File: config.mk
export PLATFORM = sky130hd
export DESIGN_NAME = rv_core_flat
export DESIGN_NICKNAME = d
export VERILOG_FILES = /design/src/rv_pkg.sv /design/src/rv_mem_if.sv /design/src/rv_core.sv /design/src/flat_wrapper.sv
export SDC_FILE = /design/constraint.sdc
export NUM_CORES = 2
export LEC_CHECK = 0
export BUFFER_PORTS_ARGS = -buffer_cell sky130_fd_sc_hd__buf_2
export CORE_MARGIN = 2
export CORE_UTILIZATION = 45
export CTS_CLUSTER_SIZE = 8
export DETAILED_ROUTE_END_ITERATION = 10
export PLACE_DENSITY = 0.59
export SLEW_MARGIN = 30
export SYNTH_ARGS = -nofsm -noshare
export SYNTH_HDL_FRONTEND = slang
export SYNTH_SLANG_ARGS = --single-unit
File: constraint.sdc
create_clock -name clk -period 10.5 [get_ports clk]
set_input_delay 0.525 -clock clk [delete_from_list [all_inputs] [get_ports clk]]
set_output_delay 0.525 -clock clk [all_outputs]
set_load 0.1 [all_outputs]
File: src/rv_pkg.sv
`default_nettype none

package rv_pkg;

  localparam int xlen = 32;

  // base opcodes
  localparam logic [6:0] op_lui    = 7'b0110111;
  localparam logic [6:0] op_auipc  = 7'b0010111;
  localparam logic [6:0] op_jal    = 7'b1101111;
  localparam logic [6:0] op_jalr   = 7'b1100111;
  localparam logic [6:0] op_branch = 7'b1100011;
  localparam logic [6:0] op_load   = 7'b0000011;
  localparam logic [6:0] op_store  = 7'b0100011;
  localparam logic [6:0] op_op_imm = 7'b0010011;
  localparam logic [6:0] op_op     = 7'b0110011;
  localparam logic [6:0] op_system = 7'b1110011;

  localparam logic [2:0] f3_beq  = 3'b000;
  localparam logic [2:0] f3_bne  = 3'b001;
  localparam logic [2:0] f3_blt  = 3'b100;
  localparam logic [2:0] f3_bge  = 3'b101;
  localparam logic [2:0] f3_bltu = 3'b110;
  localparam logic [2:0] f3_bgeu = 3'b111;

  // access size, loads and stores
  localparam logic [2:0] f3_byte   = 3'b000;
  localparam logic [2:0] f3_half   = 3'b001;
  localparam logic [2:0] f3_word   = 3'b010;
  localparam logic [2:0] f3_byte_u = 3'b100;
  localparam logic [2:0] f3_half_u = 3'b101;

  localparam logic [2:0] f3_add  = 3'b000;
  localparam logic [2:0] f3_sll  = 3'b001;
  localparam logic [2:0] f3_slt  = 3'b010;
  localparam logic [2:0] f3_sltu = 3'b011;
  localparam logic [2:0] f3_xor  = 3'b100;
  localparam logic [2:0] f3_sr   = 3'b101;
  localparam logic [2:0] f3_or   = 3'b110;
  localparam logic [2:0] f3_and  = 3'b111;

  typedef enum logic [2:0] {
    st_fetch,
    st_wait_fetch,
    st_execute,
    st_wait_load,
    st_wait_store,
    st_trap
  } core_state_e;

  typedef logic [3:0] wstrb_t;

  function automatic logic [xlen-1:0] boot_addr_of(input logic [xlen-1:0] base,
                                                   input logic [xlen-1:0] stride,
                                                   input int unsigned idx);
    return base + stride * idx[xlen-1:0];
  endfunction

  // byte lanes touched by a store
  function automatic wstrb_t store_strobe(input logic [2:0] funct3, input logic [1:0] lane);
    wstrb_t base;
    case (funct3)
      f3_byte: base = 4'b0001;
      f3_half: base = 4'b0011;
      default: base = 4'b1111;
    endcase
    return base << lane;
  endfunction

  function automatic logic access_misaligned(input logic [2:0] funct3, input logic [1:0] lane);
    case (funct3[1:0])
      f3_half[1:0]: return lane[0];
      f3_word[1:0]: return lane != 2'b00;
      default:      return 1'b0;
    endcase
  endfunction

endpackage

`default_nettype wire

File: src/rv_mem_if.sv
`default_nettype none

// one picorv32-style request port
interface rv_mem_if;

  logic                    valid;
  logic                    instr;
  logic                    ready;
  logic [rv_pkg::xlen-1:0] addr;
  logic [rv_pkg::xlen-1:0] wdata;
  rv_pkg::wstrb_t          wstrb;
  logic [rv_pkg::xlen-1:0] rdata;

  modport core (
    output valid, instr, addr, wdata, wstrb,
    input  ready, rdata
  );

  modport arbiter (
    input  valid, instr, addr, wdata, wstrb,
    output ready, rdata
  );

endinterface

`default_nettype wire

File: src/rv_core.sv
`default_nettype none

module rv_core #(
  parameter logic [rv_pkg::xlen-1:0] boot_addr = '0
) (
  input  logic   clk,
  input  logic   reset,
  rv_mem_if.core mem,
  output logic   trap
);

  rv_pkg::core_state_e state;

  logic [rv_pkg::xlen-1:0] regs [32];
  logic [rv_pkg::xlen-1:0] pc;
  logic [rv_pkg::xlen-1:0] instr;

  logic [6:0] opcode;
  logic [4:0] rd;
  logic [4:0] rs1;
  logic [4:0] rs2;
  logic [2:0] funct3;
  logic [6:0] funct7;

  assign opcode = instr[6:0];
  assign rd     = instr[11:7];
  assign funct3 = instr[14:12];
  assign rs1    = instr[19:15];
  assign rs2    = instr[24:20];
  assign funct7 = instr[31:25];

  logic [rv_pkg::xlen-1:0] rs1_val;
  logic [rv_pkg::xlen-1:0] rs2_val;

  // x0 is hardwired
  assign rs1_val = (rs1 == 5'd0) ? '0 : regs[rs1];
  assign rs2_val = (rs2 == 5'd0) ? '0 : regs[rs2];

  logic [rv_pkg::xlen-1:0] imm;

  always_comb begin
    case (opcode)
      rv_pkg::op_store:  imm = {{20{instr[31]}}, instr[31:25], instr[11:7]};
      rv_pkg::op_branch: imm = {{20{instr[31]}}, instr[7], instr[30:25], instr[11:8], 1'b0};
      rv_pkg::op_lui,
      rv_pkg::op_auipc:  imm = {instr[31:12], 12'b0};
      rv_pkg::op_jal:    imm = {{12{instr[31]}}, instr[19:12], instr[20], instr[30:21], 1'b0};
      default:           imm = {{20{instr[31]}}, instr[31:20]};
    endcase
  end

  logic [rv_pkg::xlen-1:0] alu_b;
  logic [rv_pkg::xlen-1:0] alu_result;
  logic [4:0]              shamt;
  logic                    alt;

  assign alu_b = (opcode == rv_pkg::op_op) ? rs2_val : imm;
  assign shamt = alu_b[4:0];
  // funct7 bit 5 picks sub and sra
  assign alt   = funct7[5];

  always_comb begin
    case (funct3)
      rv_pkg::f3_add: begin
        if (opcode == rv_pkg::op_op && alt) begin
          alu_result = rs1_val - alu_b;
        end else begin
          alu_result = rs1_val + alu_b;
        end
      end
      rv_pkg::f3_sll:  alu_result = rs1_val << shamt;
      rv_pkg::f3_slt:  alu_result = {31'b0, $signed(rs1_val) < $signed(alu_b)};
      rv_pkg::f3_sltu: alu_result = {31'b0, rs1_val < alu_b};
      rv_pkg::f3_xor:  alu_result = rs1_val ^ alu_b;
      rv_pkg::f3_sr: begin
        if (alt) begin
          alu_result = $signed(rs1_val) >>> shamt;
        end else begin
          alu_result = rs1_val >> shamt;
        end
      end
      rv_pkg::f3_or:   alu_result = rs1_val | alu_b;
      default:         alu_result = rs1_val & alu_b;
    endcase
  end

  logic branch_taken;

  always_comb begin
    case (funct3)
      rv_pkg::f3_beq:  branch_taken = rs1_val == rs2_val;
      rv_pkg::f3_bne:  branch_taken = rs1_val != rs2_val;
      rv_pkg::f3_blt:  branch_taken = $signed(rs1_val) < $signed(rs2_val);
      rv_pkg::f3_bge:  branch_taken = $signed(rs1_val) >= $signed(rs2_val);
      rv_pkg::f3_bltu: branch_taken = rs1_val < rs2_val;
      rv_pkg::f3_bgeu: branch_taken = rs1_val >= rs2_val;
      default:         branch_taken = 1'b0;
    endcase
  end

  logic [rv_pkg::xlen-1:0] pc_plus4;
  logic [rv_pkg::xlen-1:0] pc_target;
  logic [rv_pkg::xlen-1:0] jalr_target;
  logic [rv_pkg::xlen-1:0] next_pc;

  assign pc_plus4    = pc + 32'd4;
  assign pc_target   = pc + imm;
  assign jalr_target = (rs1_val + imm) & ~32'd1;

  always_comb begin
    case (opcode)
      rv_pkg::op_jal:    next_pc = pc_target;
      rv_pkg::op_jalr:   next_pc = jalr_target;
      rv_pkg::op_branch: next_pc = branch_taken ? pc_target : pc_plus4;
      default:           next_pc = pc_plus4;
    endcase
  end

  logic [rv_pkg::xlen-1:0] ls_addr;
  logic                    is_load;
  logic                    is_store;
  logic                    is_jump;

  assign ls_addr  = rs1_val + imm;
  assign is_load  = opcode == rv_pkg::op_load;
  assign is_store = opcode == rv_pkg::op_store;
  assign is_jump  = opcode == rv_pkg::op_jal || opcode == rv_pkg::op_jalr ||
                    opcode == rv_pkg::op_branch;

  logic illegal;

  always_comb begin
    case (opcode)
      rv_pkg::op_lui,
      rv_pkg::op_auipc,
      rv_pkg::op_jal:    illegal = 1'b0;
      rv_pkg::op_jalr:   illegal = funct3 != 3'b000;
      rv_pkg::op_branch: illegal = funct3[2:1] == 2'b01;
      rv_pkg::op_load:   illegal = funct3 == 3'b011 || funct3[2:1] == 2'b11;
      rv_pkg::op_store:  illegal = funct3 > rv_pkg::f3_word;
      rv_pkg::op_op_imm: begin
        if (funct3 == rv_pkg::f3_sll) begin
          illegal = funct7 != 7'h00;
        end else if (funct3 == rv_pkg::f3_sr) begin
          illegal = funct7 != 7'h00 && funct7 != 7'h20;
        end else begin
          illegal = 1'b0;
        end
      end
      rv_pkg::op_op: begin
        illegal = !(funct7 == 7'h00 || (funct7 == 7'h20 &&
                    (funct3 == rv_pkg::f3_add || funct3 == rv_pkg::f3_sr)));
      end
      // ecall and ebreak end the program
      rv_pkg::op_system: illegal = 1'b1;
      default:           illegal = 1'b1;
    endcase
  end

  logic exec_trap;

  assign exec_trap = illegal ||
                     (is_jump && next_pc[1:0] != 2'b00) ||
                     ((is_load || is_store) &&
                      rv_pkg::access_misaligned(funct3, ls_addr[1:0]));

  logic                    wb_en;
  logic [rv_pkg::xlen-1:0] wb_value;

  always_comb begin
    wb_en = 1'b1;
    case (opcode)
      rv_pkg::op_lui:    wb_value = imm;
      rv_pkg::op_auipc:  wb_value = pc_target;
      rv_pkg::op_jal,
      rv_pkg::op_jalr:   wb_value = pc_plus4;
      rv_pkg::op_op,
      rv_pkg::op_op_imm: wb_value = alu_result;
      default: begin
        wb_en    = 1'b0;
        wb_value = alu_result;
      end
    endcase
  end

  // load data from its lane, then extended
  logic [rv_pkg::xlen-1:0] load_shifted;
  logic [rv_pkg::xlen-1:0] load_value;

  assign load_shifted = mem.rdata >> {mem.addr[1:0], 3'b000};

  always_comb begin
    case (funct3)
      rv_pkg::f3_byte:   load_value = {{24{load_shifted[7]}}, load_shifted[7:0]};
      rv_pkg::f3_half:   load_value = {{16{load_shifted[15]}}, load_shifted[15:0]};
      rv_pkg::f3_byte_u: load_value = {24'b0, load_shifted[7:0]};
      rv_pkg::f3_half_u: load_value = {16'b0, load_shifted[15:0]};
      default:           load_value = load_shifted;
    endcase
  end

  logic                    reg_we;
  logic [rv_pkg::xlen-1:0] reg_wdata;

  assign reg_we = (state == rv_pkg::st_execute && !exec_trap && wb_en) ||
                  (state == rv_pkg::st_wait_load && mem.ready);
  assign reg_wdata = (state == rv_pkg::st_wait_load) ? load_value : wb_value;

  always_ff @(posedge clk) begin
    if (reg_we && rd != 5'd0) begin
      regs[rd] <= reg_wdata;
    end
  end

  // request fields, held while valid is up
  always_ff @(posedge clk) begin
    if (state == rv_pkg::st_fetch) begin
      mem.addr  <= pc;
      mem.instr <= 1'b1;
      mem.wstrb <= '0;
    end else if (state == rv_pkg::st_execute) begin
      mem.addr  <= ls_addr;
      mem.instr <= 1'b0;
      mem.wdata <= rs2_val << {ls_addr[1:0], 3'b000};
      mem.wstrb <= is_store ? rv_pkg::store_strobe(funct3, ls_addr[1:0]) : '0;
    end
    if (state == rv_pkg::st_wait_fetch && mem.ready) begin
      instr <= mem.rdata;
    end
  end

  always_ff @(posedge clk) begin
    if (!reset) begin
      state     <= rv_pkg::st_fetch;
      pc        <= boot_addr;
      mem.valid <= 1'b0;
    end else begin
      case (state)
        rv_pkg::st_fetch: begin
          mem.valid <= 1'b1;
          state     <= rv_pkg::st_wait_fetch;
        end
        rv_pkg::st_wait_fetch: begin
          if (mem.ready) begin
            mem.valid <= 1'b0;
            state     <= rv_pkg::st_execute;
          end
        end
        rv_pkg::st_execute: begin
          if (exec_trap) begin
            state <= rv_pkg::st_trap;
          end else begin
            pc <= next_pc;
            if (is_load) begin
              mem.valid <= 1'b1;
              state     <= rv_pkg::st_wait_load;
            end else if (is_store) begin
              mem.valid <= 1'b1;
              state     <= rv_pkg::st_wait_store;
            end else begin
              state <= rv_pkg::st_fetch;
            end
          end
        end
        rv_pkg::st_wait_load,
        rv_pkg::st_wait_store: begin
          if (mem.ready) begin
            mem.valid <= 1'b0;
            state     <= rv_pkg::st_fetch;
          end
        end
        rv_pkg::st_trap: state <= rv_pkg::st_trap;
        default:         state <= rv_pkg::st_trap;
      endcase
    end
  end

  assign trap = state == rv_pkg::st_trap;

  a_valid_held: assert property (@(posedge clk) disable iff (!reset)
    mem.valid && !mem.ready |=> mem.valid);

  a_addr_stable: assert property (@(posedge clk) disable iff (!reset)
    mem.valid && !mem.ready |=> $stable(mem.addr));

  a_no_req_in_trap: assert property (@(posedge clk) disable iff (!reset)
    state == rv_pkg::st_trap |-> !mem.valid);

endmodule

`default_nettype wire

File: src/flat_wrapper.sv
// flat-port wrapper written by rule: the top's interface ports become plain ports
module rv_core_flat 
#(
  parameter logic [rv_pkg::xlen-1:0] boot_addr = '0
)
  (clk, reset, trap, mem_valid, mem_instr, mem_addr, mem_wdata, mem_wstrb, mem_ready, mem_rdata);
  rv_mem_if mem_i ();
  input  logic clk;
  input  logic reset;
  output logic trap;
  output wire logic [$bits(mem_i.valid)-1:0] mem_valid;
  output wire logic [$bits(mem_i.instr)-1:0] mem_instr;
  output wire logic [$bits(mem_i.addr)-1:0] mem_addr;
  output wire logic [$bits(mem_i.wdata)-1:0] mem_wdata;
  output wire logic [$bits(mem_i.wstrb)-1:0] mem_wstrb;
  input wire logic [$bits(mem_i.ready)-1:0] mem_ready;
  input wire logic [$bits(mem_i.rdata)-1:0] mem_rdata;
  assign mem_valid = mem_i.valid;
  assign mem_instr = mem_i.instr;
  assign mem_addr = mem_i.addr;
  assign mem_wdata = mem_i.wdata;
  assign mem_wstrb = mem_i.wstrb;
  assign mem_i.ready = mem_ready;
  assign mem_i.rdata = mem_rdata;
  rv_core #(.boot_addr(boot_addr)) u_core (.clk(clk), .reset(reset), .mem(mem_i), .trap(trap));
endmodule
==> results.md <==
- Die width: 397 um
- Grt total ovfl: 0
- Min cycle time layout: between 8000 and 9000 ps
- # resized after CTS: 0
- Crit path max fanout: 33
- Vias per inst: 7.03
- Reg2reg path depth: 25
- Syn_area_per_cell: 12.9 um2
- Final Power: between 10000 and 15000 uW
- Worst-Skew Late Latency: around 800 ps
- First-pass GRT wire length: just over 400000 um
- Top-Level Pins: 106
- Outcome: completed
- H-Tree Depth: 4
- Chip height: about 400 um
- Post-Synthesis Cells: approximately 5.4k
- Fin cells: between 7k and 8k
- CP Data Required Time: 10900 ps
- HPWL after DPL: 209000 um
- CTS tree: yes
- Hold crit path type: in2reg
- DRT iter0 DRCs: 7271
- Num CTS Buffers: 165
- Final hold viol count: 0
- Routed vias: 53.5k
- Die area: 0.158 mm2
- Final nets: 5768
- Setup TNS: 0 ps
- Largest net degree at the start of global routing: 89
- Average wire per standard cell: 39.2 um
- Post-synth ARST share: 0%
- DP Area: 0.0734 mm2
- Largest area contributor in the netlist: edfxtp_1
- Post-synth EDFFs: 1120
- Setup ws final: 2180 ps
- Fillers: roughly 13k
- Hold depth: 1
- Initial antenna violation count: 13
- Core area: 0.154 mm2
- Synth top area share: 48.4%
- Vias in the first global route: 51.6k
- Dpl ws: 2340 ps
- DRT Pass-1 Iters: 7
- Cells after DPL: 7398
- Clk buf depth: 3
- Fmax: 120 MHz
- Sequential share of the synthesized area: between 40% and 50%
- Share of layout cells above drive strength 1: 21.4%
- Clock root buffer: clkbuf_16
- RSZ-0062 raised after global routing: no
- Synthesis warning total: 0
- Cell area after layout: 0.0782 mm2
- Period Utilization, post-route: 79.3%
- Yosys reg bits: 1171
- Worst-path clk slew: 60 ps
- # Max-Cap Violations: 0
- Area growth syn-to-layout: 12.6%
- Synth top area cells: edfxtp_1 (48%), mux4_2 (15%), mux2i_1 (5.3%)
- Worst VDD drop: 0.000158 V
- Post-route DRC: 0
- WL final: 299000 um
- Slew Viols, Final: 0
- Cell Area, Synth: 0.0695 mm2
- IO buf count: 105
- Global-route usage over all layers: 37.5%
- CP Launch Type: flip-flop
- P per Cell Area: 189 mW/mm2
- Final setup vio count: 0
- Least-Margin Pin Slew: 1200 ps
- CP Class: reg2reg
- Clk_skew: 55.6 ps
- Rows: 144
- Initial core utilization: 45.2%
- ANT nets after route: 0
- Netlist cell types: 104
- Clock sinks: 1171
- Top FF cell, synth: edfxtp_1
- Crit path DAT: just under 9000 ps
- Final estimated routing congestion in global placement: 1.11
- Static Leak: between 0.02 and 0.03 uW
- Worst setup EP type: flip-flop
- Slew margin rel.: 20.3%
through the flow:
step | utilization (%) | hold WS [ps]
4_1_cts | 50.8 | 6.39
6_report | 50.9 | 38.0
5_1_grt | 50.9 | 17.2
2_1_floorplan | - | 450
3_5_place_dp | 47.8 | 442
3_3_place_gp | 47.7 | 435
kinds of logic after synthesis:
| group | after synthesis | synth area share (%) |
|---|---|---|
| flip-flops | 1171 | 49.9 |
| AND/OR/NAND/NOR | 1161 | 7.95 |
| multiplexers | 879 | 20.8 |
| XOR/XNOR | 111 | 1.40 |
| other | 1 | 0.00540 |
| adder cells (fa/ha/maj) | 200 | 3.65 |
| buffers and inverters | 561 | 3.58 |
| AO/OA/AOI/OAI | 1298 | 12.7 |
power by group:
group          switching, uW  internal, uW
Clock                   1980          2900
Sequential              89.6          5460
Combinational           3060          1260
final timing paths:
path / startpoint / to / slack [ps]
min: mem_rdata[11] / u_core.instr[11] / 40
min reg2reg: u_core.mem.wstrb[3] / u_core.mem.wstrb[3] / 450
max: flip-flop / u_core.regs[24][1] / 2180
max reg2reg: flip-flop / u_core.regs[24][1] / 2180
cells in the final DEF, fill, tap and decap left out, types with 79 or more instances in the layout:
cell type  netlist  final
edfxtp_1      1120   1120
nor3_1          81     79
mux4_2         448    448
clkbuf_16        0    169
a22oi_1        145    145
nand3_1        182    181
a21oi_1        252    248
nor2_1         309    300
buf_4           30    213
inv_1          161    160
ha_1           196    195
buf_2          102    107
mux2i_1        369    368
o21ai_0        232    226
nand2_1        313    313
layout make-up:
type / instances / area (um2) / area share [%]
clock inverter: 12 / 300 / 0.384
clock buffer: 189 / 4320 / 5.53
antenna: 7 / 17.5 / 0.0224
sequential: 1171 / 34700 / 44.3
timing repair buffer: 350 / 2640 / 3.37
tap: 2044 / 2560 / 3.27
inverter: 164 / 616 / 0.787
multi-input combinational: 3681 / 33100 / 42.3
metal layers:
| metal | vias up | part of all wire [%] | global-route usage, % |
|---|---|---|---|
| met5 | - | 0.0074 | 0 |
| met4 | 4 | 8.5 | 26.3 |
| met3 | 845 | 9.4 | 7.74 |
| met2 | 3559 | 45 | 57.2 |
| met1 | 27305 | 37 | 48.1 |
| li1 | 21819 | - | - |
critical path, cell delays in order (launching register included):
cell	delay (ps)
dfxtp_4	820
buf_4	550
buf_4	350
nor2b_4	60
buf_4	260
a22oi_1	220
nand3_1	130
nand4_1	500
nand2_1	390
inv_1	330
ha_1	180
nand4_1	120
nor4_1	240
buf_4	230
o21ai_0	100
o211ai_1	440
a21oi_1	230
o211ai_1	390
and2_1	180
buf_4	190
o221ai_2	250
a21boi_4	230
a22oi_2	130
buf_4	320
nor4_2	260
buf_4	710
state kept, by name, summed over array words and instances (netlist names), named ones only:
| name | cells |
|---|---|
| u_core.mem.instr | 1 |
| u_core.mem.addr | 32 |
| u_core.regs | 1024 |
| u_core.mem.valid | 1 |
| u_core.mem.wstrb | 4 |
| u_core.pc | 32 |
| u_core.state | 3 |
| u_core.mem.wdata | 32 |
| u_core.instr | 32 |
cells in the mapped netlist, drive strengths merged (30+ instances only):
cell type	count
edfxtp	1120
mux4	448
mux2i	369
nand2	314
nor2	311
a21oi	252
o21ai	248
clkbuf	204
ha	196
buf	193
nand3	186
inv	163
a22oi	146
nor3	83
xnor2	77
a211oi	76
a31oi	76
mux2	62
a221oi	53
o22ai	53
dfxtp	51
a21o	50
nor4	49
o211ai	49
nor2b	37
nand4	36
xor2	34
a22o	31
o221ai	30
repair_timing:
action	in CTS	in global routing
hold buffers	9	0
hold endpoints to repair	9	0
setup buffers	0	0
No activity file was read; power rests on OpenSTA's default activity.
